$ cat config.mk
export PLATFORM = sky130hd
export DESIGN_NAME = ts_monitor_top
export DESIGN_NICKNAME = d
export VERILOG_FILES = /design/src/design/ts_monitor_pkg.sv /design/src/design/ts_sync_detector.sv /design/src/design/ts_packet_capture.sv /design/src/design/ts_packet_buffer.sv /design/src/design/ts_monitor_ctrl.sv /design/src/design/ts_monitor_top.sv
export SDC_FILE = /design/constraint.sdc
export NUM_CORES = 2
export LEC_CHECK = 0
export ABC_AREA = 1
export BUFFER_PORTS_ARGS = -buffer_cell sky130_fd_sc_hd__buf_2
export CAP_MARGIN = 0
export CELL_PAD_IN_SITES_DETAIL_PLACEMENT = 0
export CELL_PAD_IN_SITES_GLOBAL_PLACEMENT = 1
export CORE_ASPECT_RATIO = 0.7
export CORE_MARGIN = 3
export CORE_UTILIZATION = 56
export CTS_BUF_LIST = sky130_fd_sc_hd__clkbuf_16
export CTS_CLUSTER_SIZE = 12
export DETAILED_ROUTE_END_ITERATION = 10
export PLACE_DENSITY = 0.84
export SETUP_SLACK_MARGIN = 0.1
export SLEW_MARGIN = 20
export SYNTH_ARGS = -nofsm -noshare
export SYNTH_HDL_FRONTEND = slang
export SYNTH_SLANG_ARGS = --single-unit
$ cat constraint.sdc
create_clock -name mpeg_clk -period 8.4 [get_ports mpeg_clk]
set_input_delay 1.26 -clock mpeg_clk [delete_from_list [all_inputs] [get_ports mpeg_clk]]
set_output_delay 1.26 -clock mpeg_clk [all_outputs]
set_load 0.03 [all_outputs]
$ cat src/design/ts_monitor_pkg.sv
package ts_monitor_pkg;

	////////////////////////////////////////////////////////////////////////////
	// Bus and packet sizes
	////////////////////////////////////////////////////////////////////////////

	localparam int axi_addr_w = 8;     // AXI4-Lite address width
	localparam int axi_data_w = 32;    // AXI4-Lite data width

	localparam int pkt_bytes = 188;    // One transport stream packet
	localparam int pkt_words = 47;     // pkt_bytes / 4
	localparam int word_addr_w = 6;    // Word index into one bank

	localparam int pid_w = 13;
	localparam logic [7:0] sync_byte = 8'h47;

	////////////////////////////////////////////////////////////////////////////
	// Register map
	////////////////////////////////////////////////////////////////////////////

	// Bit 0 is run_enable
	localparam logic [axi_addr_w-1:0] reg_ctrl = 8'h00;

	// Bits 12..0 hold the PID to match
	localparam logic [axi_addr_w-1:0] reg_pid = 8'h04;

	// Bit 0 is packet_ready
	localparam logic [axi_addr_w-1:0] reg_status = 8'h08;

	// Write 1 to bit 0 to free the held packet
	localparam logic [axi_addr_w-1:0] reg_ack = 8'h0C;

	localparam logic [axi_addr_w-1:0] reg_pkt_count = 8'h10;   // Captured packets
	localparam logic [axi_addr_w-1:0] reg_drop_count = 8'h14;  // Dropped packets

	// Packet window, 47 words from 0x40 up to 0xF8
	localparam logic [axi_addr_w-1:0] reg_data_base = 8'h40;

endpackage

$ cat src/design/ts_sync_detector.sv
module ts_sync_detector (
	input  logic                           mpeg_clk,
	input  logic                           S_AXI_ARESETN,
	input  logic [7:0]                     mpeg_data,
	input  logic                           mpeg_valid,
	input  logic                           mpeg_sync,
	input  logic                           run_enable,
	input  logic [ts_monitor_pkg::pid_w-1:0] match_pid,
	output logic                           pkt_start,
	output logic [7:0]                     cap_byte,
	output logic                           cap_valid
);
	import ts_monitor_pkg::*;

	logic [7:0]       data_d1;
	logic [7:0]       data_d2;
	logic [7:0]       data_d3;
	logic             sync_d1;
	logic             sync_d2;
	logic             sync_d3;
	logic [pid_w-1:0] rx_pid;
	logic             hdr_match;

	////////////////////////////////////////////////////////////////////////////
	// Delay line advances on valid bytes only
	////////////////////////////////////////////////////////////////////////////

	always_ff @(posedge mpeg_clk) begin
		if (!S_AXI_ARESETN) begin
			sync_d1 <= 1'b0;
			sync_d2 <= 1'b0;
			sync_d3 <= 1'b0;
		end else if (mpeg_valid) begin
			sync_d1 <= mpeg_sync;
			sync_d2 <= sync_d1;
			sync_d3 <= sync_d2;
		end
	end

	always_ff @(posedge mpeg_clk) begin
		if (mpeg_valid) begin
			data_d1 <= mpeg_data;
			data_d2 <= data_d1;
			data_d3 <= data_d2;
		end
	end

	////////////////////////////////////////////////////////////////////////////
	// Header check on the oldest three bytes
	////////////////////////////////////////////////////////////////////////////

	// Low five bits of byte 1 and all of byte 2
	assign rx_pid = {data_d2[4:0], data_d1};

	assign hdr_match = sync_d3 && (data_d3 == sync_byte)
		&& (rx_pid == match_pid) && run_enable;

	// Start pulse rides with the sync byte itself
	assign pkt_start = mpeg_valid & hdr_match;
	assign cap_byte = data_d3;
	assign cap_valid = mpeg_valid;

endmodule

$ cat src/design/ts_packet_capture.sv
module ts_packet_capture (
	input  logic                                 mpeg_clk,
	input  logic                                 S_AXI_ARESETN,
	input  logic                                 pkt_start,
	input  logic [7:0]                           cap_byte,
	input  logic                                 cap_valid,
	output logic                                 wr_en,
	output logic [ts_monitor_pkg::word_addr_w-1:0] wr_addr,
	output logic [ts_monitor_pkg::axi_data_w-1:0]  wr_data,
	output logic                                 pkt_done
);
	import ts_monitor_pkg::*;

	logic       active;
	logic [7:0] byte_cnt;    // Index of the next byte in the packet
	logic [23:0] lanes_lo;   // Lanes 0..2 of the word being built

	always_ff @(posedge mpeg_clk) begin
		if (!S_AXI_ARESETN) begin
			active <= 1'b0;
			byte_cnt <= '0;
			wr_en <= 1'b0;
			pkt_done <= 1'b0;
		end else begin
			wr_en <= 1'b0;
			pkt_done <= 1'b0;
			if (cap_valid) begin
				if (pkt_start) begin
					active <= 1'b1;          // Restart, partial packet lost
					byte_cnt <= 8'd1;
				end else if (active) begin
					byte_cnt <= byte_cnt + 8'd1;
					if (byte_cnt[1:0] == 2'd3) begin
						wr_en <= 1'b1;
					end
					if (byte_cnt == pkt_bytes - 1) begin
						active <= 1'b0;
						pkt_done <= 1'b1;    // Goes with word 46
					end
				end
			end
		end
	end

	// Byte k lands in lane k mod 4 of word k div 4
	always_ff @(posedge mpeg_clk) begin
		if (cap_valid) begin
			if (pkt_start) begin
				lanes_lo[7:0] <= cap_byte;
			end else if (active) begin
				if (byte_cnt[1:0] == 2'd3) begin
					wr_data <= {cap_byte, lanes_lo};
					wr_addr <= byte_cnt[word_addr_w+1:2];
				end else begin
					lanes_lo[8*byte_cnt[1:0] +: 8] <= cap_byte;
				end
			end
		end
	end

	a_wr_addr_range: assert property (@(posedge mpeg_clk) disable iff (!S_AXI_ARESETN)
		wr_en |-> (wr_addr < pkt_words));

endmodule

$ cat src/design/ts_packet_buffer.sv
module ts_packet_buffer (
	input  logic                                 mpeg_clk,
	input  logic                                 S_AXI_ARESETN,
	input  logic                                 wr_en,
	input  logic [ts_monitor_pkg::word_addr_w-1:0] wr_addr,
	input  logic [ts_monitor_pkg::axi_data_w-1:0]  wr_data,
	input  logic                                 pkt_done,
	input  logic [ts_monitor_pkg::word_addr_w-1:0] rd_addr,
	input  logic                                 pkt_release,
	output logic [ts_monitor_pkg::axi_data_w-1:0]  rd_data,
	output logic                                 pkt_ready,
	output logic                                 pkt_captured,
	output logic                                 pkt_dropped
);
	import ts_monitor_pkg::*;

	logic [axi_data_w-1:0] bank_mem [0:1][0:pkt_words-1];
	logic                  fill_bank;   // Bank being written by the capture
	logic                  held;        // Other bank owned by software

	// Completed packet either swaps in or is thrown away
	assign pkt_captured = pkt_done & ~held;
	assign pkt_dropped = pkt_done & held;
	assign pkt_ready = held;

	always_ff @(posedge mpeg_clk) begin
		if (!S_AXI_ARESETN) begin
			fill_bank <= 1'b0;
			held <= 1'b0;
		end else begin
			if (pkt_release) begin
				held <= 1'b0;
			end
			if (pkt_captured) begin
				fill_bank <= ~fill_bank;
				held <= 1'b1;
			end
		end
	end

	always_ff @(posedge mpeg_clk) begin
		if (wr_en) begin
			bank_mem[fill_bank][wr_addr] <= wr_data;
		end
	end

	// Held bank is always the one not being filled
	always_ff @(posedge mpeg_clk) begin
		rd_data <= bank_mem[~fill_bank][rd_addr];
	end

	a_release_when_ready: assert property (@(posedge mpeg_clk) disable iff (!S_AXI_ARESETN)
		pkt_release |-> pkt_ready);

endmodule

$ cat src/design/ts_monitor_ctrl.sv
module ts_monitor_ctrl (
	input  logic                                 mpeg_clk,
	input  logic                                 S_AXI_ARESETN,
	input  logic [ts_monitor_pkg::axi_addr_w-1:0]  s_axi_awaddr,
	input  logic                                 s_axi_awvalid,
	output logic                                 s_axi_awready,
	input  logic [ts_monitor_pkg::axi_data_w-1:0]  s_axi_wdata,
	input  logic                                 s_axi_wvalid,
	output logic                                 s_axi_wready,
	output logic [1:0]                           s_axi_bresp,
	output logic                                 s_axi_bvalid,
	input  logic                                 s_axi_bready,
	input  logic [ts_monitor_pkg::axi_addr_w-1:0]  s_axi_araddr,
	input  logic                                 s_axi_arvalid,
	output logic                                 s_axi_arready,
	output logic [ts_monitor_pkg::axi_data_w-1:0]  s_axi_rdata,
	output logic [1:0]                           s_axi_rresp,
	output logic                                 s_axi_rvalid,
	input  logic                                 s_axi_rready,
	input  logic                                 pkt_ready,
	input  logic                                 pkt_captured,
	input  logic                                 pkt_dropped,
	input  logic [ts_monitor_pkg::axi_data_w-1:0]  rd_data,
	output logic [ts_monitor_pkg::word_addr_w-1:0] rd_addr,
	output logic                                 pkt_release,
	output logic                                 run_enable,
	output logic [ts_monitor_pkg::pid_w-1:0]       match_pid
);
	import ts_monitor_pkg::*;

	logic                  wr_fire;
	logic                  rd_fire;
	logic [axi_addr_w-1:0] rd_addr_q;   // Latched read address
	logic [axi_addr_w-1:0] win_off;
	logic                  in_window;
	logic [1:0]            rd_pipe;     // Covers the buffer read latency
	logic                  rd_busy;
	logic [axi_data_w-1:0] pkt_count;
	logic [axi_data_w-1:0] drop_count;
	logic [axi_data_w-1:0] rd_mux;

	assign wr_fire = s_axi_awvalid & s_axi_awready & s_axi_wvalid & s_axi_wready;
	assign rd_fire = s_axi_arvalid & s_axi_arready;
	assign s_axi_bresp = 2'b00;   // Always OKAY
	assign s_axi_rresp = 2'b00;

	////////////////////////////////////////////////////////////////////////////
	// Write channel
	////////////////////////////////////////////////////////////////////////////

	always_ff @(posedge mpeg_clk) begin
		if (!S_AXI_ARESETN) begin
			s_axi_awready <= 1'b0;
			s_axi_wready <= 1'b0;
			s_axi_bvalid <= 1'b0;
			run_enable <= 1'b0;
			match_pid <= '0;
			pkt_release <= 1'b0;
		end else begin
			// Address and data are taken together, one at a time
			s_axi_awready <= s_axi_awvalid & s_axi_wvalid & ~s_axi_awready & ~s_axi_bvalid;
			s_axi_wready <= s_axi_awvalid & s_axi_wvalid & ~s_axi_awready & ~s_axi_bvalid;
			pkt_release <= 1'b0;
			if (wr_fire) begin
				s_axi_bvalid <= 1'b1;
				case (s_axi_awaddr)
					reg_ctrl: run_enable <= s_axi_wdata[0];
					reg_pid:  match_pid <= s_axi_wdata[pid_w-1:0];
					reg_ack:  pkt_release <= s_axi_wdata[0] & pkt_ready;
					default:  ;
				endcase
			end else if (s_axi_bready) begin
				s_axi_bvalid <= 1'b0;
			end
		end
	end

	always_ff @(posedge mpeg_clk) begin
		if (!S_AXI_ARESETN) begin
			pkt_count <= '0;
			drop_count <= '0;
		end else begin
			if (pkt_captured) begin
				pkt_count <= pkt_count + 1'b1;
			end
			if (pkt_dropped) begin
				drop_count <= drop_count + 1'b1;
			end
		end
	end

	////////////////////////////////////////////////////////////////////////////
	// Read channel
	////////////////////////////////////////////////////////////////////////////

	assign win_off = rd_addr_q - reg_data_base;
	assign in_window = (rd_addr_q >= reg_data_base)
		&& (rd_addr_q < reg_data_base + 4 * pkt_words);
	assign rd_addr = in_window ? win_off[word_addr_w+1:2] : '0;

	always_comb begin
		case (rd_addr_q)
			reg_ctrl:       rd_mux = {{(axi_data_w-1){1'b0}}, run_enable};
			reg_pid:        rd_mux = {{(axi_data_w-pid_w){1'b0}}, match_pid};
			reg_status:     rd_mux = {{(axi_data_w-1){1'b0}}, pkt_ready};
			reg_pkt_count:  rd_mux = pkt_count;
			reg_drop_count: rd_mux = drop_count;
			default:        rd_mux = in_window ? rd_data : '0;   // Ack reads as 0 too
		endcase
	end

	always_ff @(posedge mpeg_clk) begin
		if (!S_AXI_ARESETN) begin
			s_axi_arready <= 1'b0;
			s_axi_rvalid <= 1'b0;
			rd_pipe <= '0;
			rd_busy <= 1'b0;
		end else begin
			s_axi_arready <= s_axi_arvalid & ~s_axi_arready & ~rd_busy;
			rd_pipe <= {rd_pipe[0], rd_fire};
			if (rd_fire) begin
				rd_busy <= 1'b1;
			end
			if (rd_pipe[1]) begin
				s_axi_rvalid <= 1'b1;
			end else if (s_axi_rvalid && s_axi_rready) begin
				s_axi_rvalid <= 1'b0;
				rd_busy <= 1'b0;
			end
		end
	end

	always_ff @(posedge mpeg_clk) begin
		if (rd_fire) begin
			rd_addr_q <= s_axi_araddr;
		end
		if (rd_pipe[1]) begin
			s_axi_rdata <= rd_mux;
		end
	end

	a_bvalid_hold: assert property (@(posedge mpeg_clk) disable iff (!S_AXI_ARESETN)
		s_axi_bvalid && !s_axi_bready |=> s_axi_bvalid);

	a_rvalid_hold: assert property (@(posedge mpeg_clk) disable iff (!S_AXI_ARESETN)
		s_axi_rvalid && !s_axi_rready |=> s_axi_rvalid && $stable(s_axi_rdata));

endmodule

$ cat src/design/ts_monitor_top.sv
module ts_monitor_top (
	input  logic                                mpeg_clk,
	input  logic                                S_AXI_ARESETN,
	input  logic [7:0]                          mpeg_data,
	input  logic                                mpeg_valid,
	input  logic                                mpeg_sync,
	input  logic [ts_monitor_pkg::axi_addr_w-1:0] s_axi_awaddr,
	input  logic                                s_axi_awvalid,
	output logic                                s_axi_awready,
	input  logic [ts_monitor_pkg::axi_data_w-1:0] s_axi_wdata,
	input  logic                                s_axi_wvalid,
	output logic                                s_axi_wready,
	output logic [1:0]                          s_axi_bresp,
	output logic                                s_axi_bvalid,
	input  logic                                s_axi_bready,
	input  logic [ts_monitor_pkg::axi_addr_w-1:0] s_axi_araddr,
	input  logic                                s_axi_arvalid,
	output logic                                s_axi_arready,
	output logic [ts_monitor_pkg::axi_data_w-1:0] s_axi_rdata,
	output logic [1:0]                          s_axi_rresp,
	output logic                                s_axi_rvalid,
	input  logic                                s_axi_rready
);
	import ts_monitor_pkg::*;

	logic                   pkt_start;
	logic [7:0]             cap_byte;
	logic                   cap_valid;
	logic                   wr_en;
	logic [word_addr_w-1:0] wr_addr;
	logic [axi_data_w-1:0]  wr_data;
	logic                   pkt_done;
	logic [word_addr_w-1:0] rd_addr;
	logic [axi_data_w-1:0]  rd_data;
	logic                   pkt_release;
	logic                   pkt_ready;
	logic                   pkt_captured;
	logic                   pkt_dropped;
	logic                   run_enable;
	logic [pid_w-1:0]       match_pid;

	ts_sync_detector i_ts_sync_detector (
		.mpeg_clk      (mpeg_clk),
		.S_AXI_ARESETN (S_AXI_ARESETN),
		.mpeg_data     (mpeg_data),
		.mpeg_valid    (mpeg_valid),
		.mpeg_sync     (mpeg_sync),
		.run_enable    (run_enable),
		.match_pid     (match_pid),
		.pkt_start     (pkt_start),
		.cap_byte      (cap_byte),
		.cap_valid     (cap_valid)
	);

	ts_packet_capture i_ts_packet_capture (
		.mpeg_clk      (mpeg_clk),
		.S_AXI_ARESETN (S_AXI_ARESETN),
		.pkt_start     (pkt_start),
		.cap_byte      (cap_byte),
		.cap_valid     (cap_valid),
		.wr_en         (wr_en),
		.wr_addr       (wr_addr),
		.wr_data       (wr_data),
		.pkt_done      (pkt_done)
	);

	ts_packet_buffer i_ts_packet_buffer (
		.mpeg_clk      (mpeg_clk),
		.S_AXI_ARESETN (S_AXI_ARESETN),
		.wr_en         (wr_en),
		.wr_addr       (wr_addr),
		.wr_data       (wr_data),
		.pkt_done      (pkt_done),
		.rd_addr       (rd_addr),
		.pkt_release   (pkt_release),
		.rd_data       (rd_data),
		.pkt_ready     (pkt_ready),
		.pkt_captured  (pkt_captured),
		.pkt_dropped   (pkt_dropped)
	);

	ts_monitor_ctrl i_ts_monitor_ctrl (
		.mpeg_clk      (mpeg_clk),
		.S_AXI_ARESETN (S_AXI_ARESETN),
		.s_axi_awaddr  (s_axi_awaddr),
		.s_axi_awvalid (s_axi_awvalid),
		.s_axi_awready (s_axi_awready),
		.s_axi_wdata   (s_axi_wdata),
		.s_axi_wvalid  (s_axi_wvalid),
		.s_axi_wready  (s_axi_wready),
		.s_axi_bresp   (s_axi_bresp),
		.s_axi_bvalid  (s_axi_bvalid),
		.s_axi_bready  (s_axi_bready),
		.s_axi_araddr  (s_axi_araddr),
		.s_axi_arvalid (s_axi_arvalid),
		.s_axi_arready (s_axi_arready),
		.s_axi_rdata   (s_axi_rdata),
		.s_axi_rresp   (s_axi_rresp),
		.s_axi_rvalid  (s_axi_rvalid),
		.s_axi_rready  (s_axi_rready),
		.pkt_ready     (pkt_ready),
		.pkt_captured  (pkt_captured),
		.pkt_dropped   (pkt_dropped),
		.rd_data       (rd_data),
		.rd_addr       (rd_addr),
		.pkt_release   (pkt_release),
		.run_enable    (run_enable),
		.match_pid     (match_pid)
	);

endmodule

==> flow_summary_export.csv <==
group,metric,value,unit
grt,grt_max_degree,238,
sta,max_slew_margin,19.1,%
synth,synth_area_per_cell,12.5,um2
sta,setup_viol,0,
sta,period_share,64.2,%
power,p_int,24.8,mW
status,status,"completed",
sta,hold_violations,0,
synth,syn_area,0.134,mm2
floorplan,die_area,0.245,mm2
grt,grt_pass1_vias,81700,
route,drt-initial-drc-count,12200,
synth,ys.flop_type,"edfxtp_1",
clock_network,post_cts_resized,0,
grt,grt_overflow,0,
sta,finalCriticalPeriod,5.39,ns
floorplan,ios,106,
synth,ys_ff_latch,3268,
clock_network,cts_setup_buffers,0,
power,p_sw,6.29,mW
grt,grtUsageMet1,46.1,%
sta,max_freq,185,MHz
clock_network,cts_hold_buf,0,
sta,worstMarginPinSlew,1.21,ns
worst_setup_path,required,9.18,ns
floorplan,die_h,415,um
route,viasPerCell,6.22,
power,power.density,211,mW/mm2
synth,syn_inst,10700,
layout,seqCellArea,0.0968,mm2
worst_setup_path,critPathKind,"flop to flop",
floorplan,start_util,56.6,%
sta,rsz0062_at_grt,"no",
route,firstDrtPassIters,8,
worst_setup_path,path_max_fanout,88,
worst_setup_path,start_kind,"flop",
layout,fill_cells,17500,
clock_network,numCtsBuffers,320,
min_path,hold_class,"flop to flop",
synth,synth.area.top_cells,"edfxtp_1 70%, nand3_1 5.5%, mux2i_1 5.1%",
synth,synth.most_common_cell,"edfxtp_1",
power,clockPowerShare,41.1,%
power,swShare,20.3,%
clock_network,worstSkewPairLatency,0.88,ns
synth,synth_warnings,0,
grt,grt_pass1_wl,555000,um
layout,multi_input_area,0.0336,mm2
clock_network,path_clk_slew,0.06,ns
synth,synth_top_area_cell,"edfxtp_1",
route,vias,86800,
worst_setup_path,end_kind,"flop",
layout,syn_to_final_growth,9.89,%
synth,synth_top_area_share,70.2,%
power,power_frac_seq,56.9,%
power,power.share.combinational,2.0,%
sta,skew,0.0504,ns
route,wire_per_inst,27.7,um
floorplan,core,0.237,mm2
clock_network,cts.sinks,3268,
synth,synth.distinct_cells,46,
clock_network,htree_levels,5,
floorplan,rows,149,
placed_design,port_buffers,82,
layout,final_util,62.2,%
sta,slew_viol_final,0,
clock_network,cts_buffer_depth,4,
placed_design,hpwl,210000,um
layout,drive_above_1_share,7.72,%
power,p_leak,46.5,nW
flow_run,cap_violations,0,
layout,nets,10700,
placed_design,place.gp.congestion,0.901,
grt,met2_usage,43.6,%
route,finalWirelength,387000,um
worst_setup_path,critPathArrivalTime,6.17,ns
synth,async_flop_share,0,%
grt,grt_use_met3,9.66,%
floorplan,dieWidth,591,um
grt,antenna_found_initial,16,
power,peakVddDrop,0.176,mV
route,drtAntennaViolNets,0,
synth,synthTopCellsByCount,"3134 x edfxtp_1, 1731 x nand2_1, 1475 x nand3_1",
clock_network,cts_tree,"built",
synth,synth-edff-count,3134,
sta,fin_setup_tns,0,ns
grt,busiest_layer,"met1",
route,drc,0,
grt,grt_usage,30.9,%
synth,yosysSeqAreaShare,72.2,%
clock_network,root_buffer,"clkbuf_16",
## cells in the final DEF, fill, tap and decap left out, types with 5 or more instances in the layout
cell type and instances:
a21boi_0 181, a21oi_1 142, and2_1 6, buf_12 33
buf_2 82, buf_4 207, buf_6 6, clkbuf_16 332
clkinv_1 14, dfxtp_1 133, edfxtp_1 3134, ha_1 9
inv_1 438, inv_6 5, mux2i_1 687, nand2_1 1731
nand3_1 1474, nand4_1 167, nor2_1 1202, nor2_4 85
nor3_1 57, nor3_2 17, nor4_1 9, o2111ai_1 11
o211ai_1 51, o21ai_0 394, o21ai_1 31, o221ai_1 14
o31ai_1 23, or2_2 37, xor2_1 21
## metal layers
metal / up-vias / wire length (um)
met3: 660 / 57100
met1: 42700 / 154000
li1: 38100 / -
met4: 6 / 12000
met5: - / 41
met2: 5336 / 163000
## sequential cells by signal, summed over array words and instances, names as in the netlist, 13 cells and up
register / cells
i_ts_packet_buffer.bank_mem: 3008
i_ts_monitor_ctrl.drop_count: 32
i_ts_monitor_ctrl.pkt_count: 32
i_ts_monitor_ctrl.s_axi_rdata: 32
i_ts_packet_buffer.rd_data: 32
i_ts_packet_capture.wr_data: 32
i_ts_packet_capture.lanes_lo: 24
i_ts_monitor_ctrl.match_pid: 13
## critical path, stage by stage, from the launching register on
cell and delay, ns:
edfxtp_1 0.52, nand2_2 0.29, inv_2 0.13, nand2_8 0.31, nand3_4 0.84, inv_8 1.02, buf_4 0.51, nand3_1 0.13
nand3_1 0.16, nand3_1 0.28, nand3_1 0.42, nand3_1 0.33, nand2_1 0.13
## cells by family after synthesis
| family | after synthesis | share of synthesized area (%) |
|---|---|---|
| mux | 687 | 5.13 |
| fa+ha+maj | 9 | 0.0840 |
| flops | 3268 | 72.2 |
| xor+xnor | 25 | 0.163 |
| compound gates | 858 | 3.76 |
| other cells | 1 | 0.00280 |
| simple gates | 4803 | 15.4 |
| buf+inv | 1034 | 3.30 |
## through the flow
stage | hold slack, ns | power (mW) | cell area [um2] | worst slack, ns | std cells
global placement | 0.396 | 18.6 | 138000 | 3.21 | 13500
finish | 0.416 | 31.0 | 147000 | 3.01 | 14000
CTS | 0.413 | 31.1 | 147000 | 3.19 | 14000
floorplan | 0.390 | 18.3 | 134000 | 4.46 | 10700
global route | 0.422 | 31.8 | 147000 | 2.97 | 14000
detailed placement | 0.405 | 18.6 | 138000 | 3.26 | 13500
## power groups by stage
stage | Combinational, mW | Sequential (mW) | Clock [mW]
floorplan | 0.319 | 18.0 | 0
global placement | 0.590 | 18.0 | 0
detailed placement | 0.594 | 18.0 | 0
CTS | 0.597 | 17.7 | 12.9
global route | 0.646 | 17.7 | 13.5
finish | 0.619 | 17.7 | 12.8
## final cells by class
cell class	instances	area share [%]
tap	3171	2.69
multi-input combinational	6386	22.8
clock buffer	332	5.64
sequential	3268	65.7
clock inverter	115	0.346
timing repair buffer	330	1.86
antenna	2	0.00340
inverter	358	0.938
## path summary, 6_finish.rpt
check	start	end	slack (ns)	depth (start not counted)
setup / recovery	i_ts_monitor_ctrl.rd_addr_q[3]	i_ts_packet_buffer.rd_data[0]	3.01	12
hold / removal	i_ts_sync_detector.data_d2[5]	i_ts_sync_detector.cap_byte[5]	0.42	0
setup reg to reg	i_ts_monitor_ctrl.rd_addr_q[3]	i_ts_packet_buffer.rd_data[0]	3.01	12
hold reg to reg	i_ts_sync_detector.data_d2[5]	i_ts_sync_detector.cap_byte[5]	0.42	0
No activity file was read; power rests on OpenSTA's default activity.
